## src/l2_consts.svh

```systemverilog
`ifndef L2_CONSTS_SVH
`define L2_CONSTS_SVH

// byte address width.
`define L2_ADDR_BITS 32
// 32-byte lines.
`define L2_OFFSET_BITS 5
// eight sets.
`define L2_INDEX_BITS 3
`define L2_TAG_BITS 24
`define L2_LINE_BITS 256
`define L2_WAYS 4

`endif

```

## src/l2_types_pkg.sv

```systemverilog
`default_nettype none

`include "l2_consts.svh"

package l2_types_pkg;

	typedef logic [`L2_ADDR_BITS-1:0] l2_addr_t;
	typedef logic [`L2_TAG_BITS-1:0] l2_tag_t;
	typedef logic [`L2_INDEX_BITS-1:0] l2_index_t;
	typedef logic [`L2_LINE_BITS-1:0] l2_line_t;

	// bit 2 picks pair 1-2 or 3-4, bit 1 way 1 or 2, bit 0 way 3 or 4.
	typedef logic [2:0] l2_plru_t;

endpackage : l2_types_pkg

`default_nettype wire

```

## src/l2_ctrl_pkg.sv

```systemverilog
`default_nettype none

`include "l2_consts.svh"

package l2_ctrl_pkg;

	typedef enum logic [1:0] {
		idle,
		read,
		write_mem,
		resp
	} l2_state_t;

	typedef enum logic [$clog2(`L2_WAYS)-1:0] {
		dsel_way1 = 2'd0,
		dsel_way2 = 2'd1,
		dsel_way3 = 2'd2,
		dsel_way4 = 2'd3
	} l2_datamux_t;

	// requester address or one of the stored tags.
	typedef enum logic [$clog2(`L2_WAYS+1)-1:0] {
		asel_mem = 3'd0,
		asel_tag1 = 3'd1,
		asel_tag2 = 3'd2,
		asel_tag3 = 3'd3,
		asel_tag4 = 3'd4
	} l2_addrmux_t;

endpackage : l2_ctrl_pkg

`default_nettype wire

```

## src/l2_cache_control.sv

```systemverilog
`default_nettype none

module l2_cache_control (
	input logic clk,
	input logic rst,
	input logic mem_read,
	input logic mem_write,
	input logic pmem_resp,
	input logic hit,
	input logic way_match1, way_match2, way_match3, way_match4,
	input logic dirty1_out, dirty2_out, dirty3_out, dirty4_out,
	input l2_types_pkg::l2_plru_t lru_out,
	output logic ld_tag1, ld_tag2, ld_tag3, ld_tag4,
	output logic ld_valid1, ld_valid2, ld_valid3, ld_valid4,
	output logic ld_dirty1, ld_dirty2, ld_dirty3, ld_dirty4,
	output logic dirty1_in, dirty2_in, dirty3_in, dirty4_in,
	output logic ld_lru,
	output logic ld_way1, ld_way2, ld_way3, ld_way4,
	output logic way1mux_sel, way2mux_sel, way3mux_sel, way4mux_sel,
	output l2_ctrl_pkg::l2_datamux_t datamux_sel,
	output l2_ctrl_pkg::l2_addrmux_t addrmux_sel,
	output logic pmem_read,
	output logic pmem_write,
	output logic mem_resp
);

	l2_ctrl_pkg::l2_state_t state, next_state;
	l2_ctrl_pkg::l2_datamux_t hit_dsel, vict_dsel;
	l2_ctrl_pkg::l2_addrmux_t vict_asel;
	logic [3:0] match, dirty, victim;
	logic [3:0] ld_tag, ld_valid, ld_dirty, dirty_in, ld_way, wmux;
	logic victim_dirty;

	assign match = {way_match4, way_match3, way_match2, way_match1};
	assign dirty = {dirty4_out, dirty3_out, dirty2_out, dirty1_out};
	assign victim_dirty = |(victim & dirty);

	// victim way from the tree bits.
	always_comb begin
		if (lru_out[2:1] == 2'b00) begin
			victim = 4'b0001;
			vict_dsel = l2_ctrl_pkg::dsel_way1;
			vict_asel = l2_ctrl_pkg::asel_tag1;
		end else if (lru_out[2:1] == 2'b01) begin
			victim = 4'b0010;
			vict_dsel = l2_ctrl_pkg::dsel_way2;
			vict_asel = l2_ctrl_pkg::asel_tag2;
		end else if (lru_out[0] == 1'b0) begin
			victim = 4'b0100;
			vict_dsel = l2_ctrl_pkg::dsel_way3;
			vict_asel = l2_ctrl_pkg::asel_tag3;
		end else begin
			victim = 4'b1000;
			vict_dsel = l2_ctrl_pkg::dsel_way4;
			vict_asel = l2_ctrl_pkg::asel_tag4;
		end
	end

	always_comb begin
		if (way_match1)
			hit_dsel = l2_ctrl_pkg::dsel_way1;
		else if (way_match2)
			hit_dsel = l2_ctrl_pkg::dsel_way2;
		else if (way_match3)
			hit_dsel = l2_ctrl_pkg::dsel_way3;
		else
			hit_dsel = l2_ctrl_pkg::dsel_way4;
	end

	always_comb begin
		ld_tag = '0;
		ld_valid = '0;
		ld_dirty = '0;
		dirty_in = '0;
		ld_way = '0;
		wmux = '0;
		ld_lru = 1'b0;
		datamux_sel = hit_dsel;
		addrmux_sel = l2_ctrl_pkg::asel_mem;
		pmem_read = 1'b0;
		pmem_write = 1'b0;
		mem_resp = 1'b0;
		case (state)
			l2_ctrl_pkg::idle: begin
				// write hit lands in the matching way and marks it dirty.
				if (hit && mem_write) begin
					ld_lru = 1'b1;
					ld_way = match;
					ld_dirty = match;
					dirty_in = match;
				end
			end
			l2_ctrl_pkg::read: begin
				if (!hit) begin
					if (!victim_dirty) begin
						pmem_read = 1'b1;
						wmux = victim;
						if (pmem_resp) begin
							ld_valid = victim;
							ld_tag = victim;
							ld_way = victim;
						end
					end else begin
						datamux_sel = vict_dsel;
						addrmux_sel = vict_asel;
					end
				end
			end
			l2_ctrl_pkg::write_mem: begin
				pmem_write = 1'b1;
				datamux_sel = vict_dsel;
				addrmux_sel = vict_asel;
				// the victim is clean once written back.
				if (pmem_resp)
					ld_dirty = victim;
			end
			l2_ctrl_pkg::resp: begin
				mem_resp = 1'b1;
				ld_lru = 1'b1;
			end
			default: ;
		endcase
	end

	always_comb begin
		next_state = state;
		case (state)
			l2_ctrl_pkg::idle: begin
				if (mem_read || mem_write)
					next_state = hit ? l2_ctrl_pkg::resp : l2_ctrl_pkg::read;
			end
			l2_ctrl_pkg::read: begin
				if (victim_dirty)
					next_state = l2_ctrl_pkg::write_mem;
				else if (pmem_resp)
					next_state = mem_read ? l2_ctrl_pkg::resp : l2_ctrl_pkg::idle;
			end
			l2_ctrl_pkg::write_mem: begin
				if (pmem_resp)
					next_state = l2_ctrl_pkg::read;
			end
			default: next_state = l2_ctrl_pkg::idle;
		endcase
	end

	always_ff @(posedge clk) begin
		if (rst)
			state <= l2_ctrl_pkg::idle;
		else
			state <= next_state;
	end

	assign {ld_tag4, ld_tag3, ld_tag2, ld_tag1} = ld_tag;
	assign {ld_valid4, ld_valid3, ld_valid2, ld_valid1} = ld_valid;
	assign {ld_dirty4, ld_dirty3, ld_dirty2, ld_dirty1} = ld_dirty;
	assign {dirty4_in, dirty3_in, dirty2_in, dirty1_in} = dirty_in;
	assign {ld_way4, ld_way3, ld_way2, ld_way1} = ld_way;
	assign {way4mux_sel, way3mux_sel, way2mux_sel, way1mux_sel} = wmux;

endmodule : l2_cache_control

`default_nettype wire

```

## config.mk

```make
export PLATFORM = sky130hd
export DESIGN_NAME = l2_cache_control
export DESIGN_NICKNAME = d
export VERILOG_FILES = /design/src/l2_types_pkg.sv /design/src/l2_ctrl_pkg.sv /design/src/l2_cache_control.sv
export VERILOG_INCLUDE_DIRS = /design/src
export SDC_FILE = /design/constraint.sdc
export NUM_CORES = 1
export LEC_CHECK = 0
export BUFFER_PORTS_ARGS = -buffer_cell sky130_fd_sc_hd__buf_2
export CAP_MARGIN = 20
export CORE_MARGIN = 2
export CORE_UTILIZATION = 40
export CTS_CLUSTER_SIZE = 20
export DETAILED_ROUTE_END_ITERATION = 12
export PLACE_DENSITY = 0.84
export SLEW_MARGIN = 20
export SYNTH_ARGS = -nofsm -noshare
export SYNTH_HDL_FRONTEND = slang
export SYNTH_SLANG_ARGS = --single-unit
```

## constraint.sdc

```tcl
create_clock -name clk -period 2.3 [get_ports clk]
set_input_delay 0.23 -clock clk [delete_from_list [all_inputs] [get_ports clk]]
set_output_delay 0.23 -clock clk [all_outputs]
set_load 0.01 [all_outputs]
```

# Yosys cells after proc, flatten, opt, wreduce, memory -nomap -nowiden
# Cells that the tools add are included.
totals:
  regBits: 2
  in_bits: 17
  output_inout_bits: 33
  wordCells: 58
op_classes:
  eq_ne: 7
  muxes: 43
  n_bitwise: 1
  reduce_logical: 6
op_table:
  columns: ["cell", "count"]
  rows:
  - ["4-bit 2-to-1 mux", 12]
  - ["2-bit 2-to-1 mux", 12]
  - ["4-bit one-hot mux with 2 select lines", 2]
  - ["3-bit 2-to-1 mux", 5]
  - ["1-bit 2-to-1 mux", 8]
  - ["2-bit one-hot mux with 3 select lines", 1]
  - ["3-bit one-hot mux with 2 select lines", 1]
  - ["4-bit bitwise AND", 1]
  - ["2-bit by 1-bit equality test with 1-bit output, second input constant", 2]
  - ["2-bit equality test, second input constant", 2]
  - ["2-bit zero test", 2]
  - ["2-bit inequality test, second input constant", 2]
  - ["2-bit one-hot mux with 2 select lines", 1]
  - ["4-bit OR reduction", 1]
  - ["3-bit inequality test, second input constant", 1]
  - ["3-bit AND reduction", 1]
  - ["1-bit one-hot mux with 2 select lines", 1]
  - ["1-bit logical AND", 1]
  - ["1-bit logical OR", 1]

# Logic depth before layout (Yosys ltp)
depth:
  depth_word: 8
  mapped_depth: 7
  ltp_nobuf: 6

# Least setup slack after synthesis
# Ideal clock, no wire load.
synth_timing:
  path_kind: "register to output"
  startpoint: "register state[1]"
  endpoint: "output port ld_valid1"
  t_arrival_ns: 1.527
  t_required_ns: 2.070
  path_slack_ns: 0.543
  path_stages_with_launch: 8
  path_buffers: 1
  cell_sequence: "dfxtp_1 > inv_1 > ha_1 > nand2_1 > o22ai_1 > nand3_1 > nor2_1 > buf_4"
synth_via:
  elab_chain_len: 2
synth_rtl:
  columns: ["item", "line", "rtl"]
  rows:
  - ["start: declaration", "l2_cache_control.sv:27", "l2_ctrl_pkg::l2_state_t state, next_state;"]
  - ["start signal: assignment", "l2_cache_control.sv:148", "state <= l2_ctrl_pkg::idle;"]
  - ["start signal: assignment", "l2_cache_control.sv:150", "state <= next_state;"]
  - ["2-bit by 1-bit equality test with 1-bit output", null, null]
  - ["4-bit 2-to-1 mux", null, null]
  - ["end: declaration", "l2_cache_control.sv:14", "output logic ld_valid1, ld_valid2, ld_valid3, ld_valid4,"]
# Every way passes these cells.

# Worst setup path in the final report
layout_timing:
  startpoint: "register state[0]"
  endpoint: "output port datamux_sel[1]"
layout_via:
  elab_chain_len: 2
  word_cells_on_any_way: 3
  cone_classes: "eq/ne (2); mux (1)"
layout_rtl:
  columns: ["item", "line", "rtl"]
  rows:
  - ["2-bit equality test / 2-bit by 1-bit equality test with 1-bit output (equally long branches)", "l2_cache_control.sv:83", "case (state)"]
  - ["2-bit one-hot mux with 2 select lines (*)", "l2_cache_control.sv:83", null]
  - ["end: declaration", "l2_cache_control.sv:20", "output l2_ctrl_pkg::l2_datamux_t datamux_sel,"]
# Mark *: on every way between the ends. The rest lies on a longest branch, timed or not.

==> PnR_summary.wiki <==
{| class="wikitable"
! Metric !! Value
|-
| Min Tclk post-route || 2090 ps
|-
| Initial standard-cell utilization of the core || 43.9%
|-
| Routed wire length || 1.68 mm
|-
| DR vias || 777
|-
| NumNets Final || 158
|-
| Number of sinks handled by clock tree synthesis || 2
|-
| Post-Synth XOR/XNOR Area || 0%
|-
| Depth of the worst register-to-register path || 6
|-
| Compound-gate portion of the synthesized area || 27.3%
|-
| Minimum setup slack among reg-to-reg paths || 640 ps
|-
| Number of flops mapped to enable cells by yosys || 0
|-
| Part of the Yosys area used for sequential elements || 6.93%
|-
| Switching power as a share of total power || 50.0%
|-
| Worst flop-to-flop path endpoint || state[1]
|-
| Signal arrival time at the worst endpoint || 1860 ps
|-
| Number of maximum-capacitance violations || 0
|-
| Clock tree skew after final layout || 0.238 ps
|-
| Cell area after synthesis || 578 um^2
|-
| Pin count of the biggest net entering global routing || 11
|-
| Count of unique library cells instantiated by Yosys || 30
|-
| Number of design rule violations left after detail routing || 0
|-
| Syn. warnings || 0
|-
| Sequential cell area || 40.0 um^2
|-
| Startpoint-to-endpoint class of the critical path || reg2out
|-
| Combinational family with the most area after synthesis || simple AND/OR/NAND/NOR gates
|-
| Number of antenna repair diodes || 0
|-
| Depth of the critical timing path with buffers and inverters included || 6
|-
| Internal || 0.287 mW
|-
| Number of global-route vias before repair || 650
|-
| Cell area power density || 698 nW/um^2
|-
| Mean Syn Cell Area || 6.57 um^2
|-
| Max-slew violation count || 0
|-
| Number of antenna-violating nets in the routed design || 0
|-
| Unrepaired setup endpoints after global routing || false
|-
| Endpoint required time on the critical path || 2070 ps
|-
| Max FFs per register || 2
|-
| Layout filler cell count || 136
|-
| Overall Global Routing Usage || 18.5%
|-
| Area share of fa/ha/maj cells after synthesis || 8.66%
|-
| Max transition margin || 76.8%
|-
| Buffer levels on the longest clock path || 2
|-
| Global route overflow || 0
|-
| Register share of total power || 10.8%
|-
| Slowest-stage cell, CP || o41a_1
|-
| Share of total power in the clock network || 13.2%
|-
| Most used flip-flop cell after synthesis || dfxtp_1
|-
| Chip height || 42.0 um
|-
| Horizontal die dimension || 42.0 um
|-
| Final Hold Violating Endpoints || 0
|-
| Maximum achievable frequency || 478 MHz
|-
| Post-synthesis sequential element count || 2
|-
| Worst-margin pin slew || 340 ps
|-
| Clock root cell || clkbuf_4
|-
| Area delta synth->final || 42.4%
|-
| Vias per std cell || 5.18
|-
| Source of the critical timing path || state[0]
|-
| TritonCTS buffer count || 3
|-
| Skew-Pair Late Insertion Delay || 220 ps
|-
| Capturing instance or port of the critical path || datamux_sel[1]
|-
| 1st-iter DRT viols || 11
|-
| Post-Syn Nets || 109
|-
| CP Cell Sequence || inv_1 -> ha_1 -> inv_1 -> o41a_1 -> o311ai_1 -> buf_2
|-
| Top cell by count, worst path || inv_1
|-
| Nature of the critical path endpoint || output pin
|-
| Total area of multi-input combinational cells || 448 um^2
|-
| Share of synthesized flip-flops with an asynchronous set or reset || 0%
|-
| Total net switching power || 0.287 mW
|-
| Count of hold buffers inserted by post-cts repair || 0
|-
| Instance count of the mapped netlist || 88
|-
| Total of cells resized after clock tree synthesis || 0
|-
| Setup crit start kind || register
|-
| Top flop regs || state x2
|-
| Fraction of the mapped netlist area in simple logic gates || 28.4%
|-
| Comb pwr share || 76.0%
|-
| Fraction of layout instances using a drive strength above 1 || 43.0%
|-
| CTS tree || built
|-
| Final Cycle Share || 91.0%
|-
| Core Area || 1320 um^2
|-
| Dpl cell area || 801 um^2
|-
| Startpoint of the most critical register-to-register path || state[1]
|-
| Cell class contributing the biggest share of worst-path delay || compound AO/OA/AOI/OAI gates
|-
| Count of input and output buffers || 49
|-
| Setup_tns || 0 ps
|-
| Worst-path maximum fanout || 6
|-
| Number of antenna violations at the first check in global routing || 0
|-
| Htree depth || 1
|-
| Row Count || 13
|-
| Post-route standard cell area excluding fillers || 823 um^2
|-
| Run status || finished clean
|-
| HPWL reported at the end of detailed placement || 1.42 mm
|-
| Leakage Power || 0.512 nW
|-
| Placer congestion estimate || 0.855
|-
| Post-CTS Setup Inserts || 0
|-
| Pre-Repair DR Iteration Count || 4
|-
| Setup violators final || 0
|-
| Number of top-level pins || 50
|-
| Class of the most critical hold timing path || in2reg
|-
| Fraction of synthesized area in multiplexers || 13.2%
|-
| VDD IR-drop max || 479 uV
|-
| Crit path buf inv count || 3
|-
| Area enclosed by the die boundary || 1770 um^2
|-
| Global-route wire length before repair || 2.68 mm
|-
| Slowest cell delay on critical path || 420 ps
|-
| Register containing the most flip-flops in the final layout || state
|-
| Clock-pin slew reported for the worst setup and hold paths after clock tree synthesis || 30 ps
|-
| Routed wirelength normalized by instance count || 11.2 um
|}
-- cell families after synthesis --
family	Yosys count
simple gates	35
compound gates	23
buf+inv	18
mux	6
fa+ha+maj	4
flops	2
-- power groups by stage --
stage               Combinational, mW  Clock, mW  Sequential (mW)
finish                          0.437     0.0756           0.0621
global route                    0.483     0.0841           0.0646
CTS                             0.437     0.0808           0.0625
detailed placement              0.434          0           0.0630
global placement                0.428          0           0.0628
floorplan                       0.301          0           0.0610
-- through the flow --
step / util (%) / power, mW / hold WS (ps) / setup WS (ps) / std cells
after floorplan: - / 0.362 / 405 / 543 / 88
after global placement: 60.8 / 0.491 / 513 / 433 / 147
after detailed placement: 60.8 / 0.497 / 515 / 446 / 147
after CTS: 62.5 / 0.580 / 327 / 197 / 150
after global routing: 62.5 / 0.632 / 370 / 24.0 / 150
final: 62.5 / 0.575 / 327 / 206 / 150
-- layer usage --
layer | vias up | global-route usage, % | wire length (um)
met4 | 0 | 7.50 | 16
met1 | 328 | 23.5 | 669
met3 | 2 | 2.59 | 203
li1 | 399 | - | -
met2 | 48 | 31.3 | 791
met5 | - | 0 | 0
-- worst min path at each step --
stage	from	end	slack, ps	depth (start not counted)
floorplan	rst	state[0]	410	3
CTS	rst	state[0]	330	4
detailed placement	state[0]	state[0]	510	2
global route	rst	state[0]	370	3
global placement	state[0]	state[0]	510	2
finish	rst	state[0]	330	4
-- cells in the final DEF (no fill, tap or decap) --
master     count
nand2b_1       3
mux2i_1        2
a221oi_1       1
nor3_1         1
o41a_1         1
ha_1           4
nand2_1        8
o21ai_0        8
a31oi_1        1
or2b_1         1
and3_1         1
a2111o_1       1
a21oi_1        3
o32ai_1        1
and2_1         1
or2_2          1
mux2_4         3
o31ai_1        3
nand3_1        4
buf_2         49
nor3b_1        2
mux2_2         1
o311ai_1       1
dfxtp_1        2
inv_1         13
clkbuf_4       3
nor2_1        13
o22ai_1        1
a21bo_2        1
a2111oi_0      1
-- area by class of cell --
| class | instances | share of cell area, % |
|---|---|---|
| multi-input cells | 68 | 54.4 |
| clock buffers | 3 | 2.74 |
| inverters | 13 | 5.93 |
| repair buffers | 49 | 29.8 |
| well taps | 15 | 2.28 |
| flip-flops and latches | 2 | 4.86 |
-- tightest hold or removal path: cells and delay by family --
| kind | cells | cell delay (ps) |
|---|---|---|
| AO/OA/AOI/OAI | 1 | 50 |
| buffers and inverters | 1 | 110 |
| multiplexers | 1 | 60 |
| AND/OR/NAND/NOR | 1 | 40 |
-- synth_stat cells (2+ instances only) --
cell / number / area [um^2]
inv_1: 13 / 48.8
nor2_1: 13 / 48.8
nand2_1: 8 / 30.0
o21ai_0: 8 / 40.0
buf_4: 4 / 30.0
ha_1: 4 / 50.1
nand3_1: 4 / 20.0
a21oi_1: 3 / 15.0
mux2_4: 3 / 45.0
nand2b_1: 3 / 18.8
o31ai_1: 3 / 22.5
dfxtp_1: 2 / 40.0
mux2i_1: 2 / 20.0
nor3b_1: 2 / 15.0
Note: power is estimated with default switching activity, not from simulation.
