### src/l2_consts.svh
`ifndef L2_CONSTS_SVH
`define L2_CONSTS_SVH

// byte address width.
`define L2_ADDR_BITS 32
// 32-byte lines.
`define L2_OFFSET_BITS 5
// eight sets.
`define L2_INDEX_BITS 3
`define L2_TAG_BITS 24
`define L2_LINE_BITS 256
`define L2_WAYS 4

`endif

### src/l2_types_pkg.sv
`default_nettype none

`include "l2_consts.svh"

package l2_types_pkg;

	typedef logic [`L2_ADDR_BITS-1:0] l2_addr_t;
	typedef logic [`L2_TAG_BITS-1:0] l2_tag_t;
	typedef logic [`L2_INDEX_BITS-1:0] l2_index_t;
	typedef logic [`L2_LINE_BITS-1:0] l2_line_t;

	// bit 2 picks pair 1-2 or 3-4, bit 1 way 1 or 2, bit 0 way 3 or 4.
	typedef logic [2:0] l2_plru_t;

endpackage : l2_types_pkg

`default_nettype wire

### src/l2_tag_lookup.sv
`default_nettype none

`include "l2_consts.svh"

module l2_tag_lookup (
	input logic clk,
	input logic rst,
	input l2_types_pkg::l2_addr_t mem_address,
	input logic ld_tag1, ld_tag2, ld_tag3, ld_tag4,
	input logic ld_valid1, ld_valid2, ld_valid3, ld_valid4,
	input logic ld_dirty1, ld_dirty2, ld_dirty3, ld_dirty4,
	input logic dirty1_in, dirty2_in, dirty3_in, dirty4_in,
	input logic ld_lru,
	output logic way_match1, way_match2, way_match3, way_match4,
	output logic hit,
	output logic dirty1_out, dirty2_out, dirty3_out, dirty4_out,
	output l2_types_pkg::l2_plru_t lru_out,
	output l2_types_pkg::l2_tag_t tag1, tag2, tag3, tag4
);

	localparam int unsigned sets = 1 << `L2_INDEX_BITS;

	l2_types_pkg::l2_tag_t tag_arr [`L2_WAYS][sets];
	logic valid_arr [`L2_WAYS][sets];
	logic dirty_arr [`L2_WAYS][sets];
	l2_types_pkg::l2_plru_t lru_arr [sets];

	l2_types_pkg::l2_index_t idx;
	l2_types_pkg::l2_tag_t addr_tag;
	l2_types_pkg::l2_plru_t lru_next;
	logic [`L2_WAYS-1:0] match, ld_tag, ld_valid, ld_dirty, dirty_in;

	assign idx = mem_address[`L2_OFFSET_BITS +: `L2_INDEX_BITS];
	assign addr_tag = mem_address[`L2_ADDR_BITS-1 -: `L2_TAG_BITS];

	assign ld_tag = {ld_tag4, ld_tag3, ld_tag2, ld_tag1};
	assign ld_valid = {ld_valid4, ld_valid3, ld_valid2, ld_valid1};
	assign ld_dirty = {ld_dirty4, ld_dirty3, ld_dirty2, ld_dirty1};
	assign dirty_in = {dirty4_in, dirty3_in, dirty2_in, dirty1_in};

	always_comb begin
		for (int w = 0; w < `L2_WAYS; w++) begin
			match[w] = valid_arr[w][idx] && (tag_arr[w][idx] == addr_tag);
		end
	end

	assign {way_match4, way_match3, way_match2, way_match1} = match;
	assign hit = |match;

	assign dirty1_out = dirty_arr[0][idx];
	assign dirty2_out = dirty_arr[1][idx];
	assign dirty3_out = dirty_arr[2][idx];
	assign dirty4_out = dirty_arr[3][idx];
	assign tag1 = tag_arr[0][idx];
	assign tag2 = tag_arr[1][idx];
	assign tag3 = tag_arr[2][idx];
	assign tag4 = tag_arr[3][idx];
	assign lru_out = lru_arr[idx];

	// point the tree away from the way that hit.
	always_comb begin
		lru_next = lru_arr[idx];
		if (match[0]) begin
			lru_next[2:1] = 2'b11;
		end else if (match[1]) begin
			lru_next[2:1] = 2'b10;
		end else if (match[2]) begin
			lru_next[2] = 1'b0;
			lru_next[0] = 1'b1;
		end else if (match[3]) begin
			lru_next[2] = 1'b0;
			lru_next[0] = 1'b0;
		end
	end

	always_ff @(posedge clk) begin
		for (int w = 0; w < `L2_WAYS; w++) begin
			if (ld_tag[w])
				tag_arr[w][idx] <= addr_tag;
		end
	end

	always_ff @(posedge clk) begin
		if (rst) begin
			for (int s = 0; s < sets; s++) begin
				lru_arr[s] <= '0;
				for (int w = 0; w < `L2_WAYS; w++) begin
					valid_arr[w][s] <= 1'b0;
					dirty_arr[w][s] <= 1'b0;
				end
			end
		end else begin
			for (int w = 0; w < `L2_WAYS; w++) begin
				if (ld_valid[w])
					valid_arr[w][idx] <= 1'b1;
				if (ld_dirty[w])
					dirty_arr[w][idx] <= dirty_in[w];
			end
			if (ld_lru)
				lru_arr[idx] <= lru_next;
		end
	end

endmodule : l2_tag_lookup

`default_nettype wire

### config.mk
export PLATFORM = sky130hd
export DESIGN_NAME = l2_tag_lookup
export DESIGN_NICKNAME = d
export VERILOG_FILES = /design/src/l2_types_pkg.sv /design/src/l2_tag_lookup.sv
export VERILOG_INCLUDE_DIRS = /design/src
export SDC_FILE = /design/constraint.sdc
export NUM_CORES = 1
export LEC_CHECK = 0
export BUFFER_PORTS_ARGS = -buffer_cell sky130_fd_sc_hd__buf_2
export CAP_MARGIN = 30
export CORE_MARGIN = 2
export CORE_UTILIZATION = 40
export DETAILED_ROUTE_END_ITERATION = 8
export GPL_ROUTABILITY_DRIVEN = 0
export SYNTH_ARGS = -nofsm -noshare
export SYNTH_HDL_FRONTEND = slang
export SYNTH_SLANG_ARGS = --single-unit
### constraint.sdc
create_clock -name clk -period 4.4 [get_ports clk]
set_clock_uncertainty 0.2 [all_clocks]
set_input_delay 0.22 -clock clk [delete_from_list [all_inputs] [get_ports clk]]
set_output_delay 0.22 -clock clk [all_outputs]
set_load 0.05 [all_outputs]
Word level (Yosys, flattened, before mapping)
Memory sizes are Yosys's and may differ from the RTL's.
Index checks and enable logic that the tools add are counted.

word-level totals
  bits in registers = 0
  bits in writable memories = 856
  bits of input ports = 51
  output and inout port bits = 108
  logic and storage cells = 235
  memories = 4

cells by class
  order comparisons = 2
  eq/ne operators = 4
  muxes and demuxes = 153
  bitwise logic cells = 65
  reduce and logical (&&, ||, !) cells = 7

memories
  name       words  bits a word  rd ports  clocked after memory_dff  wr ports  line                 source
  tag_arr    4      192          4         0                         4         l2_tag_lookup.sv:23  l2_types_pkg::l2_tag_t tag_arr [`L2_WAYS][sets];
  dirty_arr  4      8            4         0                         4         l2_tag_lookup.sv:25  logic dirty_arr [`L2_WAYS][sets];
  valid_arr  4      8            4         0                         4         l2_tag_lookup.sv:24  logic valid_arr [`L2_WAYS][sets];
  lru_arr    8      3            1         0                         8         l2_tag_lookup.sv:26  l2_types_pkg::l2_plru_t lru_arr [sets];

operators by type and width
  kind                count
  $mux 192            4
  $bmux 24 s3         4
  $mux 24             9
  $mux 1              115
  $eq 24x24->1        4
  $demux 24 s3        1
  $mux 8              8
  $or 1x1->1          64
  $bmux 1 s3          8
  $mux 3              2
  $logic_and 1x1->1   5
  $ge 4x4->1 const B  1
  $lt 4x1->1 const B  1
  $not 3->4           1
  $reduce_or 4->1     1
  $demux 1 s3         1
  $reduce_or 3->1     1
  $mux 2              1

Longest topological paths before layout
Gate-level depths: netlist of run 1.

  depth in word-level cells = 11
  depth in mapped cells = 14
  depth with buffers taken out = 8

Worst setup path after synthesis of run 1
No wires, ideal clock.

  path type = in2out
  start point = input port mem_address[5]
  end point = output port hit
  arrival time = 4,929 ps
  required time = 3,980 ps
  setup slack = -949 ps
  cell stages on the path = 12
  buffers on the path = 4
  cells stage by stage = buf_6 buf_12 buf_4 buf_6 mux4_2 nand2_1 o221ai_1 xor2_1 nand4b_1 or3_1 nor4_1 or4_1

between the ends
  word-level cells in the longest chain between the ends = 7
  elaborated cells between the ends (all ways) = 34
  classes of those cells = 4 x eq/ne; 24 x mux; 1 x bitwise; 5 x reduce/logical

RTL lines
  what                   line                 source
  from (decl)            l2_tag_lookup.sv:8   input l2_types_pkg::l2_addr_t mem_address,
  $not 3->4              n/a
  $bmux 24 s3            n/a
  $mux 24 (2 in series)  n/a
  named net tag2[14]     l2_tag_lookup.sv:18  output l2_types_pkg::l2_tag_t tag1, tag2, tag3, tag4
  $eq 24x24->1           l2_tag_lookup.sv:43  match[w] = valid_arr[w][idx] && (tag_arr[w][idx] == addr_tag);
  $logic_and 1x1->1      l2_tag_lookup.sv:43
  named net way_match2   l2_tag_lookup.sv:14  output logic way_match1, way_match2, way_match3, way_match4,
  $reduce_or 4->1        l2_tag_lookup.sv:48  assign hit = |match;
  to (decl)              l2_tag_lookup.sv:15  output logic hit,

The timed path passes the listed nets, and every way through them passes these cells. The select of a mux whose other input is x is not followed.

==> results of run 1 <==
-- metal layers --
metal / track usage / up-vias / wire (um)
met5: 0 / - / 0
met4: 0.0741 / 0 / 2940
met1: 0.315 / 11000 / 44300
li1: - / 9031 / -
met2: 0.374 / 908 / 50600
met3: 0.0296 / 141 / 7210
-- final timing paths --
path,from,end,slack (ps),cells after the start
setup / recovery,tag_arr[2][44],hit,190,9
hold / removal,rst,valid_arr[3][5],60,3
setup reg to reg,tag_arr[2][44],lru_arr[7][2],570,8
hold reg to reg,valid_arr[1][2],valid_arr[1][2],270,2
-- logic make-up after synthesis --
logic type	after synthesis	share of synthesized area
XOR/XNOR	59	0.0147
multiplexers	345	0.134
buffers and inverters	165	0.0242
flip-flops	856	0.711
AND/OR/NAND/NOR	413	0.0608
AO/OA/AOI/OAI	269	0.0555
-- power by group --
part | internal, W | switching (W)
logic | 0.000660 | 0.00144
clock network | 0.00423 | 0.00312
registers | 0.00922 | 0.0000665
-- stage by stage --
step / power, W / cell area, um^2 / setup WS [ps] / utilization
after floorplan: 0.0107 / 35800 / 64.0 / -
after global placement: 0.0115 / 38800 / 48.7 / 0.439
after detailed placement: 0.0115 / 38800 / 31.0 / 0.440
after CTS: 0.0188 / 42100 / 198 / 0.476
after global routing: 0.0193 / 42100 / 111 / 0.476
final: 0.0187 / 42100 / 191 / 0.476
-- timing repair --
item | 4_1_cts | 5_1_grt
hold buffers | 40 | 0
hold endpoints to repair | 576 | 0
setup buffers | 0 | 0
-- placed cells by master, fill, tap and decap left out, types with 28 or more instances in the layout --
cell and n:
edfxtp_1 824, buf_4 147, buf_2 143, nor2_1 132, mux2_2 132, mux2i_1 120, clkbuf_16 91, mux4_2 84
nor3_1 52, o22ai_1 48, nand2_1 44, a21oi_1 43, xnor2_1 41, dlygate4sd3_1 40, inv_1 34, a21o_1 32
dfxtp_1 32, and3_1 28
-- worst max-delay path, delay by kind of cell (launching register included) --
family,cells,cell delay [ps]
DFF,1,380
xor gates and xnor gates,1,180
muxes,2,1010
and+or+nand+nor,4,1260
buffers and inverters,2,300
-- sequential cells by signal (all words and copies together) (netlist names) --
register   flops
dirty_arr     32
tag_arr      768
valid_arr     32
lru_arr       24
-- area by class of cell --
| class | count | area [um^2] | area share |
|---|---|---|---|
| flip-flops and latches | 856 | 25400 | 0.603 |
| clock inverters | 46 | 420 | 0.00999 |
| well taps | 1165 | 1460 | 0.0346 |
| multi-input cells | 1086 | 9510 | 0.226 |
| repair buffers | 358 | 2760 | 0.0655 |
| inverters | 36 | 135 | 0.00321 |
| clock buffers | 115 | 2410 | 0.0573 |
==> impl_metrics.env, run 1 <==
export IMPL_fill_cells=7512
export IMPL_pin_count=159
export IMPL_cts_resized=0
export IMPL_setup_viol=0
export IMPL_clkTransAtPathRegs_ps=60
export IMPL_grt_usage=0.227
export IMPL_antenna_found_initial=7
export IMPL_fin_cells=3662
export IMPL_crit_path_max_incr_delay_ps=670
export IMPL_tightest_slew_ps=879
export IMPL_synth_area_leader_cell="edfxtp_1"
export IMPL_num_antenna_cells=0
export IMPL_rows=109
export IMPL_wire_per_inst_um=28.7
export IMPL_insertion_delay_ps=660
export IMPL_io_buffers=153
export IMPL_cts_root_buf="clkbuf_16"
export IMPL_vias=21100
export IMPL_slowest_stage="or4_1"
export IMPL_p_per_area_mw_per_mm2=445
export IMPL_max_slew_margin_rel=0.414
export IMPL_yosys_top_cells_count="824 x edfxtp_1, 132 x mux2_2, 132 x nor2_1"
export IMPL_grt_max_degree=78
export IMPL_crit_path_end_kind="output pin"
export IMPL_rsz0062_at_grt="false"
export IMPL_die_w_um=303
export IMPL_synthTopCellsByArea="edfxtp_1 69%, mux4_2 5.3%, mux2_2 4.2%, mux2i_1 3.4%, dfxtp_1 1.8%"
export IMPL_routed_wl_mm=105
export IMPL_critPathMaxFanout=2
export IMPL_drt_iter0_markers=2372
export IMPL_via_per_inst=5.76
export IMPL_drv_cap=0
export IMPL_syn_inst=2107
export IMPL_drive_above_1_share=0.275
export IMPL_dp_hpwl_mm=67.7
export IMPL_dp_cells=3461
export IMPL_worst_path_most_repeated_cell="or4_1"
export IMPL_hold_slack_ps=63.1
export IMPL_drc=0
export IMPL_synth_flop_cell="edfxtp_1"
export IMPL_setup_tns_ps=0
export IMPL_core_area_mm2=0.0884
export IMPL_cts_sinks=856
export IMPL_die_area_mm2=0.0917
export IMPL_grt_pass1_vias=20800
export IMPL_synth_edf_count=824
export IMPL_ys_ff_latch=856
export IMPL_start_kind="register"
export IMPL_gr_total_overflow=0
export IMPL_crit_type="register to output pin"
export IMPL_yosys_warnings=0
export IMPL_grt_pass1_wl_mm=149
export IMPL_synth_top_area_share=0.693
export IMPL_worstHoldPathType="input pin to register"
export IMPL_htree_levels=3
export IMPL_post_route_min_period_ps=4210
export IMPL_async_flop_share=0
export IMPL_cp_data_arrival_time_ps=3790
export IMPL_hold_viol=0
export IMPL_crit_chain="mux4_2 > mux2i_1 > xnor2_1 > nor2_1 > nand4_1 > or4_1 > inv_1 > or4_1 > buf_12"
export IMPL_area_growth_pct=17.8
export IMPL_synthMostInstantiatedCell="edfxtp_1"
export IMPL_numCtsBuffers=88
export IMPL_fin_crit_sh=0.957
export IMPL_ant_nets=0
export IMPL_nets=2477
export IMPL_cts_buffer_depth=3
export IMPL_ys_types=68
export IMPL_max_freq_mhz=238
export IMPL_cts_tree="built"
export IMPL_synth_seq_area_share=0.711
export IMPL_synth_nets=2158
export IMPL_outcome="completed"
export IMPL_p_leak_nw=14.6
export IMPL_ir_worst_vdd_mv=0.367
export IMPL_syn_area_mm2=0.0357
export IMPL_start_util=0.404
export IMPL_chipHeight_um=303
export IMPL_synth_area_per_cell_um2=17.0
export IMPL_required_ps=3980
export IMPL_first_pass_iters=5
export IMPL_maxSlewViolCount=0
No activity file was read; power rests on OpenSTA's default activity.
==> run 2: changes to the inputs <==
Settings changed: ABC_AREA set to 1.
==> impl_metrics.env, run 2 <==
export IMPL_outcome="completed"
export IMPL_max_slew_margin_rel=0.402
export IMPL_pin_count=159
export IMPL_p_per_area_mw_per_mm2=425
export IMPL_routed_wl_mm=119
export IMPL_final_common_cell="nand2_1"
export IMPL_pre_cts_ws_ps=597
export IMPL_cts_tree="built"
export IMPL_layout_setup_ws_ps=541
export IMPL_via_per_inst=5.19
export IMPL_antenna_found_initial=4
export IMPL_synth_seq_area_share=0.670
export IMPL_yosys_top_cells_count="1640 x nand2_1, 824 x edfxtp_1, 315 x inv_1"
export IMPL_slowest_stage="buf_4"
export IMPL_crit_type="input pin to output pin"
export IMPL_synth_area_leader_cell="edfxtp_1"
export IMPL_start_util=0.404
export IMPL_syn_area_mm2=0.0379
export IMPL_crit_path_end_kind="output pin"
export IMPL_cts_buffer_depth=3
export IMPL_maxSlewViolCount=0
export IMPL_rows=112
export IMPL_dp_hpwl_mm=74.8
export IMPL_drc=0
export IMPL_wire_per_inst_um=22.2
export IMPL_synthMostInstantiatedCell="nand2_1"
export IMPL_synth_flop_cell="edfxtp_1"
export IMPL_mostFrequentLayoutCells="1640 x nand2_1, 824 x edfxtp_1, 315 x inv_1"
export IMPL_hold_viol=0
export IMPL_fin_crit_sh=0.877
export IMPL_htree_levels=3
export IMPL_nets=4094
export IMPL_synth_area_per_cell_um2=9.99
export IMPL_p_leak_nw=18.1
export IMPL_core_area_mm2=0.0936
export IMPL_ys_ff_latch=856
export IMPL_largest_registers="tag_arr (768), dirty_arr (32), valid_arr (32)"
export IMPL_grt_usage=0.242
export IMPL_drive_above_1_share=0.113
export IMPL_rsz0062_at_grt="false"
export IMPL_chipHeight_um=312
export IMPL_synthTopCellsByArea="edfxtp_1 65%, nand2_1 16%, inv_1 3.1%, nor2_1 2.7%, nand3_1 2.3%"
export IMPL_fill_cells=8735
export IMPL_synth_top_area_share=0.654
export IMPL_grt_pass1_vias=25700
export IMPL_required_ps=3980
export IMPL_drv_cap=0
export IMPL_grt_max_degree=145
export IMPL_gr_total_overflow=0
export IMPL_largest_register_ffs=768
export IMPL_insertion_delay_ps=650
export IMPL_first_pass_iters=6
export IMPL_ant_nets=0
export IMPL_clkTransAtPathRegs_ps=60
export IMPL_max_freq_mhz=259
export IMPL_syn_inst=3791
export IMPL_setup_tns_ps=0
export IMPL_die_area_mm2=0.0971
export IMPL_tightest_slew_ps=896
export IMPL_start_kind="input pin"
export IMPL_numCtsBuffers=89
export IMPL_crit_path_max_incr_delay_ps=470
export IMPL_regMostFlops="tag_arr"
export IMPL_synth_nets=3842
export IMPL_synth_edf_count=824
export IMPL_cp_data_arrival_time_ps=3440
export IMPL_cts_root_buf="clkbuf_16"
export IMPL_drt_iter0_markers=3501
export IMPL_ys_types=41
export IMPL_vias=27900
export IMPL_cts_sinks=856
export IMPL_area_growth_pct=15.0
export IMPL_yosys_warnings=0
export IMPL_die_w_um=312
export IMPL_crit_chain="buf_8 > inv_8 > buf_4 > nand2_1 > nand3_1 > nand2_1 > nor2_1 > nor2_1 > nor2_1 > nand4_1 > nor2_1 > nand2_1 > nor2_2 > nor2_2 > nand2_1 > buf_2"
export IMPL_grt_pass1_wl_mm=173
export IMPL_critPathMaxFanout=72
export IMPL_async_flop_share=0
export IMPL_post_route_min_period_ps=3860
export IMPL_worstHoldPathType="input pin to register"
export IMPL_setup_viol=0
export IMPL_io_buffers=153
export IMPL_ir_worst_vdd_mv=0.358
-- run 2: changes by cell type after synthesis, moves of 32 or more --
| cell | change |
|---|---|
| mux2i_1 | -120 |
| nand3_1 | +167 |
| xnor2_1 | -41 |
| o21ai_0 | +102 |
| mux4_2 | -84 |
| inv_1 | +280 |
| nand2_1 | +1596 |
| nor2_1 | +139 |
| mux2_2 | -132 |
| a21o_1 | -32 |
| buf_2 | +55 |
-- run 2: logic make-up (layout without fill, tap and decap cells) --
logic type,count (synthesis),in the layout,synth area share
AOI/OAI and AO/OA,235,235,0.0360
and+or+nand+nor,2217,2217,0.234
other,0,3,0
DFF,856,856,0.670
xor gates and xnor gates,5,5,0.00116
buffers and inverters,478,800,0.0579
-- run 2: critical path: cells and delay by family --
| family | cells | cell delay (ps) |
|---|---|---|
| and+or+nand+nor | 12 | 1760 |
| buffers and inverters | 4 | 1330 |
-- run 2: worst paths after layout --
check                                     start  slack (ps)  depth (start not counted)         endpoint
worst max-delay path             mem_address[5]         540                         16              hit
worst max register to register  tag_arr[0][181]        1510                         15    lru_arr[1][2]
worst min-delay path                    ld_tag3          90                          3   tag_arr[2][83]
worst min register to register  valid_arr[0][1]         260                          2  valid_arr[0][1]
-- run 2: metal layers --
| metal | GRT usage | part of all wire | vias to the layer above |
|---|---|---|---|
| met5 | 0 | 0.00019 | - |
| met4 | 0.0776 | 0.032 | 4 |
| met3 | 0.0528 | 0.10 | 204 |
| met2 | 0.377 | 0.45 | 1274 |
| met1 | 0.337 | 0.42 | 13400 |
| li1 | - | - | 13000 |
-- run 2: stage by stage --
stage	total power, W	util	instance area [um^2]	hold slack, ps	cells
after global routing	0.0191	0.465	43500	98.3	5367
after floorplan	0.0108	-	37900	119	3791
after CTS	0.0185	0.465	43500	71.0	5367
after global placement	0.0116	0.431	40400	239	5159
after detailed placement	0.0116	0.432	40500	247	5162
final	0.0185	0.465	43500	90.6	5370
-- run 2: final cells by class --
cell class,instances,area (um^2),area share
repair buffers,315,2300,0.0529
inverters,324,1230,0.0282
clock buffers,127,2420,0.0556
diodes,3,7.51,0.000172
well taps,1254,1570,0.0360
clock inverters,34,211,0.00486
flip-flops and latches,856,25400,0.583
multi-input cells,2457,10400,0.239
-- run 2: what timing repair did --
item | CTS | global route
buffers inserted | 0 | 0
endpoints found under the hold margin | 549 | 0
setup endpoints to repair | 0 | 0
gates resized for setup | 0 | 0
hold buffers | 44 | 0
-- run 2: report_power, final --
group	leakage, nW	total [W]	internal [W]	switching, W
Sequential	7.79	0.00928	0.00922	0.0000611
Clock	1.28	0.00702	0.00393	0.00309
Combinational	9.07	0.00220	0.000486	0.00171
Total	18.1	0.0185	0.0136	0.00486
